--- config.mk ---
export PLATFORM = sky130hd
export DESIGN_NAME = controlUnit
export DESIGN_NICKNAME = d
export VERILOG_FILES = /design/src/rtl/controlUnitPkg.sv /design/src/rtl/fetchSequencer.sv /design/src/rtl/aluSequencer.sv /design/src/rtl/moveSequencer.sv /design/src/rtl/instructionDispatch.sv /design/src/rtl/controlUnit.sv
export VERILOG_INCLUDE_DIRS = /design/src /design/src/rtl
export SDC_FILE = /design/constraint.sdc
export NUM_CORES = 1
export LEC_CHECK = 0
export BUFFER_PORTS_ARGS = -buffer_cell sky130_fd_sc_hd__buf_2
export CAP_MARGIN = 20
export CORE_MARGIN = 2
export CORE_UTILIZATION = 35
export CTS_CLUSTER_SIZE = 28
export DETAILED_ROUTE_END_ITERATION = 8
export PLACE_DENSITY = 0.64
export SLEW_MARGIN = 40
export SYNTH_ARGS = -nofsm -noshare
export SYNTH_HDL_FRONTEND = slang
export SYNTH_SLANG_ARGS = --single-unit
--- constraint.sdc ---
create_clock -name clk -period 8.5 [get_ports clk]
set_input_delay 0.85 -clock clk [delete_from_list [all_inputs] [get_ports clk]]
set_output_delay 0.85 -clock clk [all_outputs]
set_load 0.1 [all_outputs]
--- src/rtl/controlUnit_params.svh ---
`ifndef CONTROL_UNIT_PARAMS_SVH
`define CONTROL_UNIT_PARAMS_SVH

// opcode field of the instruction word
`define CU_OPCODE_W 4

// register select masks, active low
// all ones selects no register
`define CU_REGSEL_W 6

// immediate bus toward the datapath
`define CU_IMM_W 16

// extra cycles the ALU opcode stays up after it is first presented
`define CU_ALU_HOLD 2

`endif

--- src/rtl/controlUnitPkg.sv ---
`include "controlUnit_params.svh"

package controlUnitPkg;

  typedef enum logic [`CU_OPCODE_W-1:0] {
    opSub  = 4'b0001,
    opNot  = 4'b0010,
    opAnd  = 4'b0011,
    opOr   = 4'b0100,
    opXor  = 4'b0101,
    opXnor = 4'b0110,
    opAddi = 4'b0111,
    opMovi = 4'b1001,
    opMov  = 4'b1010,
    opSubi = 4'b1101,
    opAdd  = 4'b1111
  } opcode_e;

  // decoded instruction class, execNone marks an illegal opcode
  typedef enum logic [2:0] {
    execNone, execAlu, execAluImm, execMove, execMoveImm
  } execKind_e;

  typedef enum logic [3:0] {
    fetchBoot, fetchIdle, fetchPcOut, fetchMarHold, fetchMemReq,
    fetchMemWait, fetchRead, fetchOut, fetchIrLoad
  } fetchState_e;

  typedef enum logic [3:0] {
    aluIdle, aluOperand1, aluLatch1, aluRegOperand, aluRegLatch,
    aluImmOperand, aluImmLatch, aluCompute, aluHold, aluResult, aluWriteBack
  } aluState_e;

  typedef enum logic [3:0] {moveIdle, moveDrive, moveWrite} moveState_e;

  typedef enum logic [1:0] {dispFetch, dispDecode, dispExec} dispatchState_e;

  // memory side strobes of the fetch phase
  typedef struct packed {
    logic pcOut;
    logic marIn;
    logic memEn;
    logic marOut;
    logic rw;
    logic readFromMem;
    logic outToBus;
    logic irIn;
  } busCtrl_t;

  // datapath strobes of the execute phase
  typedef struct packed {
    logic                    aluIn1;
    logic                    aluIn2;
    logic [`CU_OPCODE_W-1:0] aluOp;
    logic                    aluOutRegIn;
    logic                    aluOutRegOut;
    logic [`CU_REGSEL_W-1:0] regOut;      // active low
    logic [`CU_REGSEL_W-1:0] regIn;       // active low
    logic [`CU_IMM_W-1:0]    immOut;
    logic                    immValid;
    logic                    incrPc;
    logic                    finish;      // last active cycle of a sequencer
  } execCtrl_t;

  localparam execCtrl_t execCtrlIdle = '{
    regOut: '1,
    regIn: '1,
    default: '0
  };

endpackage

--- src/rtl/fetchSequencer.sv ---
`timescale 1ns/1ps

module fetchSequencer (
  input  logic                     clk,
  input  logic                     reset,
  input  logic                     mfc,
  input  logic                     fetchGo,
  output controlUnitPkg::busCtrl_t busCtrl,
  output logic                     fetchDone
);
  import controlUnitPkg::*;

  fetchState_e state;
  fetchState_e nextState;

  always_ff @(posedge clk or posedge reset) begin
    if (reset) begin
      state <= fetchBoot;  // all strobes low while in reset
    end else begin
      state <= nextState;
    end
  end

  always_comb begin
    nextState = state;
    case (state)
      fetchBoot:    nextState = fetchPcOut;  // first fetch needs no go
      fetchIdle: begin
        if (fetchGo) begin
          nextState = fetchPcOut;
        end
      end
      fetchPcOut:   nextState = fetchMarHold;
      fetchMarHold: nextState = fetchMemReq;
      fetchMemReq:  nextState = fetchMemWait;
      fetchMemWait: begin
        // no timeout, memory may take as long as it likes
        if (mfc) begin
          nextState = fetchRead;
        end
      end
      fetchRead:    nextState = fetchOut;
      fetchOut:     nextState = fetchIrLoad;
      fetchIrLoad:  nextState = fetchIdle;
      default:      nextState = fetchIdle;
    endcase
  end

  // Moore outputs, one strobe set per state
  always_comb begin
    busCtrl   = '0;
    fetchDone = 1'b0;
    case (state)
      fetchPcOut, fetchMarHold: begin
        busCtrl.pcOut = 1'b1;  // pc onto the bus
        busCtrl.marIn = 1'b1;
      end
      fetchMemReq, fetchMemWait: begin
        busCtrl.memEn  = 1'b1;
        busCtrl.marOut = 1'b1;
        busCtrl.rw     = 1'b1;  // read cycle
      end
      fetchRead: begin
        busCtrl.readFromMem = 1'b1;  // memory word into mdr
      end
      fetchOut: begin
        busCtrl.outToBus = 1'b1;
      end
      fetchIrLoad: begin
        busCtrl.outToBus = 1'b1;
        busCtrl.irIn     = 1'b1;
        fetchDone        = 1'b1;
      end
      default: begin
        busCtrl = '0;
      end
    endcase
  end

endmodule

--- src/rtl/aluSequencer.sv ---
`timescale 1ns/1ps
`include "controlUnit_params.svh"

module aluSequencer (
  input  logic                      clk,
  input  logic                      reset,
  input  logic                      start,
  input  logic                      immediate,
  input  controlUnitPkg::opcode_e   opCode,
  input  logic [`CU_REGSEL_W-1:0]   para1,
  input  logic [`CU_REGSEL_W-1:0]   para2,
  output controlUnitPkg::execCtrl_t aluCtrl
);
  import controlUnitPkg::*;

  localparam int HoldW = $clog2(`CU_ALU_HOLD + 1);

  aluState_e               state;
  aluState_e               nextState;
  logic [HoldW-1:0]        holdCnt;
  opcode_e                 opLatched;
  logic [`CU_REGSEL_W-1:0] dstReg;     // first operand and destination
  logic [`CU_REGSEL_W-1:0] operand2;   // register mask or immediate
  logic                    immLatched;

  // instruction register may change once the sequence is running
  always_ff @(posedge clk) begin
    if (start && state == aluIdle) begin
      opLatched  <= opCode;
      dstReg     <= para1;
      operand2   <= para2;
      immLatched <= immediate;
    end
  end

  always_ff @(posedge clk or posedge reset) begin
    if (reset) begin
      state   <= aluIdle;
      holdCnt <= '0;
    end else begin
      state <= nextState;
      if (state == aluCompute) begin
        holdCnt <= HoldW'(1);
      end else if (state == aluHold) begin
        holdCnt <= holdCnt + 1'b1;
      end
    end
  end

  always_comb begin
    nextState = state;
    case (state)
      aluIdle: begin
        if (start) begin
          nextState = aluOperand1;
        end
      end
      aluOperand1:   nextState = aluLatch1;
      aluLatch1:     nextState = immLatched ? aluImmOperand : aluRegOperand;
      aluRegOperand: nextState = aluRegLatch;
      aluImmOperand: nextState = aluImmLatch;
      aluRegLatch, aluImmLatch: nextState = aluCompute;
      aluCompute:    nextState = aluHold;
      aluHold: begin
        if (holdCnt == HoldW'(`CU_ALU_HOLD)) begin
          nextState = aluResult;
        end
      end
      aluResult:     nextState = aluWriteBack;
      default:       nextState = aluIdle;  // write back ends the sequence
    endcase
  end

  always_comb begin
    aluCtrl = execCtrlIdle;
    case (state)
      aluOperand1: begin
        aluCtrl.regOut = dstReg;
        aluCtrl.incrPc = 1'b1;  // one pc step per instruction
      end
      aluLatch1: begin
        aluCtrl.regOut = dstReg;
        aluCtrl.aluIn1 = 1'b1;
      end
      aluRegOperand: aluCtrl.regOut = operand2;
      aluRegLatch: begin
        aluCtrl.regOut = operand2;
        aluCtrl.aluIn2 = 1'b1;
      end
      aluImmOperand, aluImmLatch: begin
        aluCtrl.immOut   = `CU_IMM_W'(operand2);  // zero extended
        aluCtrl.immValid = 1'b1;
        aluCtrl.aluIn2   = (state == aluImmLatch);
      end
      aluCompute, aluHold: aluCtrl.aluOp = opLatched;
      aluResult:     aluCtrl.aluOutRegIn = 1'b1;
      aluWriteBack: begin
        aluCtrl.aluOutRegOut = 1'b1;
        aluCtrl.regIn        = dstReg;
        aluCtrl.finish       = 1'b1;
      end
      default:       aluCtrl = execCtrlIdle;
    endcase
  end

endmodule

--- src/rtl/moveSequencer.sv ---
`timescale 1ns/1ps
`include "controlUnit_params.svh"

module moveSequencer (
  input  logic                      clk,
  input  logic                      reset,
  input  logic                      start,
  input  logic                      immediate,
  input  logic [`CU_REGSEL_W-1:0]   para1,
  input  logic [`CU_REGSEL_W-1:0]   para2,
  output controlUnitPkg::execCtrl_t moveCtrl
);
  import controlUnitPkg::*;

  moveState_e              state;
  logic [`CU_REGSEL_W-1:0] p1;
  logic [`CU_REGSEL_W-1:0] p2;
  logic                    immLatched;  // movi when set

  always_ff @(posedge clk) begin
    if (start && state == moveIdle) begin
      p1         <= para1;
      p2         <= para2;
      immLatched <= immediate;
    end
  end

  // fixed two step sequence
  always_ff @(posedge clk or posedge reset) begin
    if (reset) begin
      state <= moveIdle;
    end else begin
      case (state)
        moveIdle:  state <= start ? moveDrive : moveIdle;
        moveDrive: state <= moveWrite;
        default:   state <= moveIdle;
      endcase
    end
  end

  always_comb begin
    moveCtrl = execCtrlIdle;
    if (state == moveDrive || state == moveWrite) begin
      if (immLatched) begin
        moveCtrl.immOut   = `CU_IMM_W'(p1);  // movi: para1 is the value
        moveCtrl.immValid = 1'b1;
      end else begin
        moveCtrl.regOut = p2;  // mov: source register
      end
    end
    if (state == moveDrive) begin
      moveCtrl.incrPc = 1'b1;
    end
    if (state == moveWrite) begin
      moveCtrl.regIn  = immLatched ? p2 : p1;
      moveCtrl.finish = 1'b1;
    end
  end

endmodule

--- src/rtl/instructionDispatch.sv ---
`timescale 1ns/1ps

module instructionDispatch (
  input  logic                      clk,
  input  logic                      reset,
  input  logic                      fetchDone,
  input  controlUnitPkg::opcode_e   opCode,
  input  controlUnitPkg::execCtrl_t aluCtrl,
  input  controlUnitPkg::execCtrl_t moveCtrl,
  output logic                      fetchGo,
  output logic                      aluStart,
  output logic                      moveStart,
  output logic                      aluImmediate,
  output logic                      moveImmediate,
  output controlUnitPkg::execCtrl_t execCtrl,
  output logic                      illegalOp
);
  import controlUnitPkg::*;

  dispatchState_e state;
  execKind_e      kind;
  logic           decoding;
  logic           seqFinish;

  always_comb begin
    case (opCode)
      opAdd, opSub, opNot, opAnd, opOr, opXor, opXnor: kind = execAlu;
      opAddi, opSubi: kind = execAluImm;
      opMov:          kind = execMove;
      opMovi:         kind = execMoveImm;
      default:        kind = execNone;  // load, store and unused codes
    endcase
  end

  assign decoding      = (state == dispDecode);
  assign aluStart      = decoding && (kind == execAlu || kind == execAluImm);
  assign moveStart     = decoding && (kind == execMove || kind == execMoveImm);
  assign aluImmediate  = (kind == execAluImm);
  assign moveImmediate = (kind == execMoveImm);
  assign illegalOp     = decoding && (kind == execNone);

  assign seqFinish = aluCtrl.finish | moveCtrl.finish;
  // illegal opcode refetches without a pc step
  assign fetchGo   = illegalOp | (state == dispExec && seqFinish);

  always_ff @(posedge clk or posedge reset) begin
    if (reset) begin
      state <= dispFetch;
    end else begin
      case (state)
        dispFetch:  state <= fetchDone ? dispDecode : dispFetch;
        dispDecode: state <= illegalOp ? dispFetch : dispExec;
        dispExec:   state <= seqFinish ? dispFetch : dispExec;
        default:    state <= dispFetch;
      endcase
    end
  end

  // only one sequencer is active, idle words are neutral here
  always_comb begin
    execCtrl.aluIn1       = aluCtrl.aluIn1 | moveCtrl.aluIn1;
    execCtrl.aluIn2       = aluCtrl.aluIn2 | moveCtrl.aluIn2;
    execCtrl.aluOp        = aluCtrl.aluOp | moveCtrl.aluOp;
    execCtrl.aluOutRegIn  = aluCtrl.aluOutRegIn | moveCtrl.aluOutRegIn;
    execCtrl.aluOutRegOut = aluCtrl.aluOutRegOut | moveCtrl.aluOutRegOut;
    execCtrl.regOut       = aluCtrl.regOut & moveCtrl.regOut;  // active low
    execCtrl.regIn        = aluCtrl.regIn & moveCtrl.regIn;
    execCtrl.immOut       = aluCtrl.immValid ? aluCtrl.immOut : moveCtrl.immOut;
    execCtrl.immValid     = aluCtrl.immValid | moveCtrl.immValid;
    execCtrl.incrPc       = aluCtrl.incrPc | moveCtrl.incrPc;
    execCtrl.finish       = seqFinish;
  end

endmodule

--- src/rtl/controlUnit.sv ---
`timescale 1ns/1ps
`include "controlUnit_params.svh"

module controlUnit (
  input  logic                      clk,
  input  logic                      reset,
  input  logic                      mfc,
  input  controlUnitPkg::opcode_e   opCode,
  input  logic [`CU_REGSEL_W-1:0]   para1,
  input  logic [`CU_REGSEL_W-1:0]   para2,
  output controlUnitPkg::busCtrl_t  busCtrl,
  output controlUnitPkg::execCtrl_t execCtrl,
  output logic                      illegalOp
);

  logic                      fetchGo;
  logic                      fetchDone;
  logic                      aluStart;
  logic                      moveStart;
  logic                      aluImmediate;
  logic                      moveImmediate;
  controlUnitPkg::execCtrl_t aluCtrl;
  controlUnitPkg::execCtrl_t moveCtrl;

  fetchSequencer fetchSequencer_i (
    .clk, .reset, .mfc, .fetchGo,
    .busCtrl, .fetchDone
  );

  aluSequencer aluSequencer_i (
    .clk, .reset,
    .start     (aluStart),
    .immediate (aluImmediate),
    .opCode, .para1, .para2,
    .aluCtrl
  );

  moveSequencer moveSequencer_i (
    .clk, .reset,
    .start     (moveStart),
    .immediate (moveImmediate),
    .para1, .para2,
    .moveCtrl
  );

  instructionDispatch instructionDispatch_i (
    .clk, .reset, .fetchDone, .opCode,
    .aluCtrl, .moveCtrl,
    .fetchGo, .aluStart, .moveStart,
    .aluImmediate, .moveImmediate,
    .execCtrl, .illegalOp
  );

endmodule

==> qor.yml <==
async_reset_ff_share_pct: 31.8
fin_setup_tns_ps: 0
hp-class: "register to register"
drc: 0
nets: 301
path_class: "register to output port"
firstDrtPassIters: 4
clock_tree.root_cell: "clkbuf_8"
vias_per_cell: 5.10
antennaDiodeCount: 0
synth_area_leader_cell: "edfxtp_1"
max_stage_delay_ps: 810
dp_hpwl_um: 3820
fin_crit_sh_pct: 39.3
yosys_warnings: 0
syn_area_per_cell_um2: 10.2
grt_pass1_vias: 1708
die_height_um: 86.3
start_util_pct: 36.7
cts-htree-levels: 2
maxCapViolCount: 0
rows: 29
grt_usage_pct: 14.3
antenna_found_initial: 0
cp_max_fo: 23
grt_pass1_wl_um: 8250
portBuffers: 56
post-cts-setup-buffers: 0
cp-start-kind: "register"
yosysTopAreaCellShare_pct: 38.0
cts_resized: 0
relSlewSlack_pct: 52.3
fill_cells: 636
synthTopCellsByArea: "edfxtp_1 (38%), dfrtp_1 (15%), mux2i_1 (5.1%)"
hold_violations: 0
worst_pin_slew_ps: 715
synth_flop_cell: "edfxtp_1"
critical_path.cell_chain: "xor2_1 -> nand3_1 -> o21ai_0 -> buf_2"
synth_cell_types: 42
synth_area_um2: 2370
gp_congestion: 0.836
grt-ovfl-total: 0
syn_to_final_growth_pct: 16.6
synth_cells: 232
ios: 67
cp-end-kind: "output port"
die_w_um: 86.3
hold_slack_ps: 480
ant_nets: 0
wire_per_inst_um: 14.4
drive_above_1_share_pct: 25.8
ys_seq_elements: 44
clkTransAtPathRegs_ps: 80
rrSetupSlack_ps: 6270
postLayoutCoreUtil_pct: 42.8
drt_wl_total_um: 5140
synth_edf_count: 30
cts_tree: "done"
grt_max_degree: 24
critPathSlowestCell: "dfrtp_1"
rsz0062_at_grt: "false"
setup_ws_ps: 5160
setup_viol: 0
fp.coreArea_um2: 6460
yosysSeqAreaShare_pct: 52.8
place_ws_ps: 5510
drv_slew: 0
cts.sinks: 44
max_freq_ghz: 0.300
ctsHoldBuffers: 0
clockBufferDepth: 2
required_ps: 7650
outcome: "complete, no violations"
route.vias.total: 1816
cts_buffers: 5
crit_arrival_ps: 2490
drtIter0Drc: 162
clk_latency_ps: 300
period_minus_slack_ps: 3340
dieArea_um2: 7450
skew_ps: 7.74
per-layer routing:
metal  track usage [%]  share of wire [%]  vias up
met5                 0                  0        -
met4              5.54                1.9        0
met3              2.57                3.5       10
met2              22.0                 47       49
met1              20.1                 48      858
li1                  -                  -      899
synthesized netlist by cell type (all sizes together), types with 2 or more instances:
library cell	instances
ha	4
nand3b	2
or4b	2
nor2	18
o211a	2
inv	18
and3	2
nor2b	2
nand2	14
a21oi	16
o21ai	15
nand2b	7
buf	18
nand3	3
dfrtp	14
edfxtp	30
nand4	6
clkbuf	9
nor3	4
o221ai	2
a31oi	2
o22ai	9
mux2i	12
and2	4
xor2	4
cell families after synthesis:
kind of cell / synth area share, %
and+or+nand+nor: 15.0
AOI/OAI and AO/OA: 13.7
buffers and inverters: 9.71
DFF: 52.8
muxes: 5.07
adders and majority gates: 2.11
xor gates and xnor gates: 1.48
other: 0.158
worst max-delay path, delay by kind of cell (launching register included):
kind | cells | cell delay [ps]
buffers and inverters | 1 | 480
flip-flops | 1 | 810
AO/OA/AOI/OAI | 1 | 350
AND/OR/NAND/NOR | 1 | 350
XOR/XNOR | 1 | 200
per-stage QoR:
| stage | area [µm²] | cells |
|---|---|---|
| floorplan | 2400 | 241 |
| global placement | 2640 | 348 |
| detailed placement | 2650 | 348 |
| CTS | 2760 | 356 |
| global route | 2760 | 356 |
| finish | 2760 | 356 |
flip-flops by register name, summed over array words and instances, names as in the netlist, 4 cells and up:
name / count
moveSequencer_i.p1: 6
aluSequencer_i.state: 4
moveSequencer_i.p2: 6
aluSequencer_i.dstReg: 6
aluSequencer_i.operand2: 6
aluSequencer_i.opLatched: 4
fetchSequencer_i.state: 4
cell usage in the layout, fill, tap and decap left out, types with 2 or more instances in the layout:
cell type and n:
nand4_1 6, edfxtp_1 30, xor2_1 4, o21ai_0 15
clkbuf_8 5, and3_1 2, nor2_1 18, o221ai_1 2
a31oi_1 2, buf_2 56, o211a_1 2, nor2b_1 2
dfrtp_1 14, nand3_1 3, nand2_1 14, ha_1 4
inv_2 2, o22ai_1 9, and2_1 4, inv_1 16
a21oi_1 16, mux2i_1 12, conb_1 10, nand3b_1 2
nor3_1 3, nand2b_1 7
final cells by class:
| cell class | instances | area, µm² | area share (%) |
|---|---|---|---|
| Clock inverter | 3 | 42.5 | 1.54 |
| Multi-Input combinational cell | 152 | 950 | 34.4 |
| Inverter | 18 | 67.6 | 2.44 |
| Clock buffer | 5 | 68.8 | 2.49 |
| Sequential cell | 44 | 1250 | 45.3 |
| Timing Repair Buffer | 57 | 288 | 10.4 |
| Tap cell | 77 | 96.3 | 3.49 |
worst paths after layout:
| kind | startpoint | endpoint | depth (start not counted) |
|---|---|---|---|
| max | aluSequencer_i.state[0] | execCtrl[6] | 4 |
| min | instructionDispatch_i.state[1] | instructionDispatch_i.state[0] | 1 |
| max reg2reg | aluSequencer_i.state[1] | aluSequencer_i.dstReg[1] | 3 |
| min reg2reg | instructionDispatch_i.state[1] | instructionDispatch_i.state[0] | 1 |
| max in group asynchronous | reset | aluSequencer_i.holdCnt[0] | 2 |
| min in group asynchronous | reset | aluSequencer_i.state[1] | 2 |
Power is not shown: default switching activity piles up to over one toggle a cycle in this logic, so the estimate is an artifact.
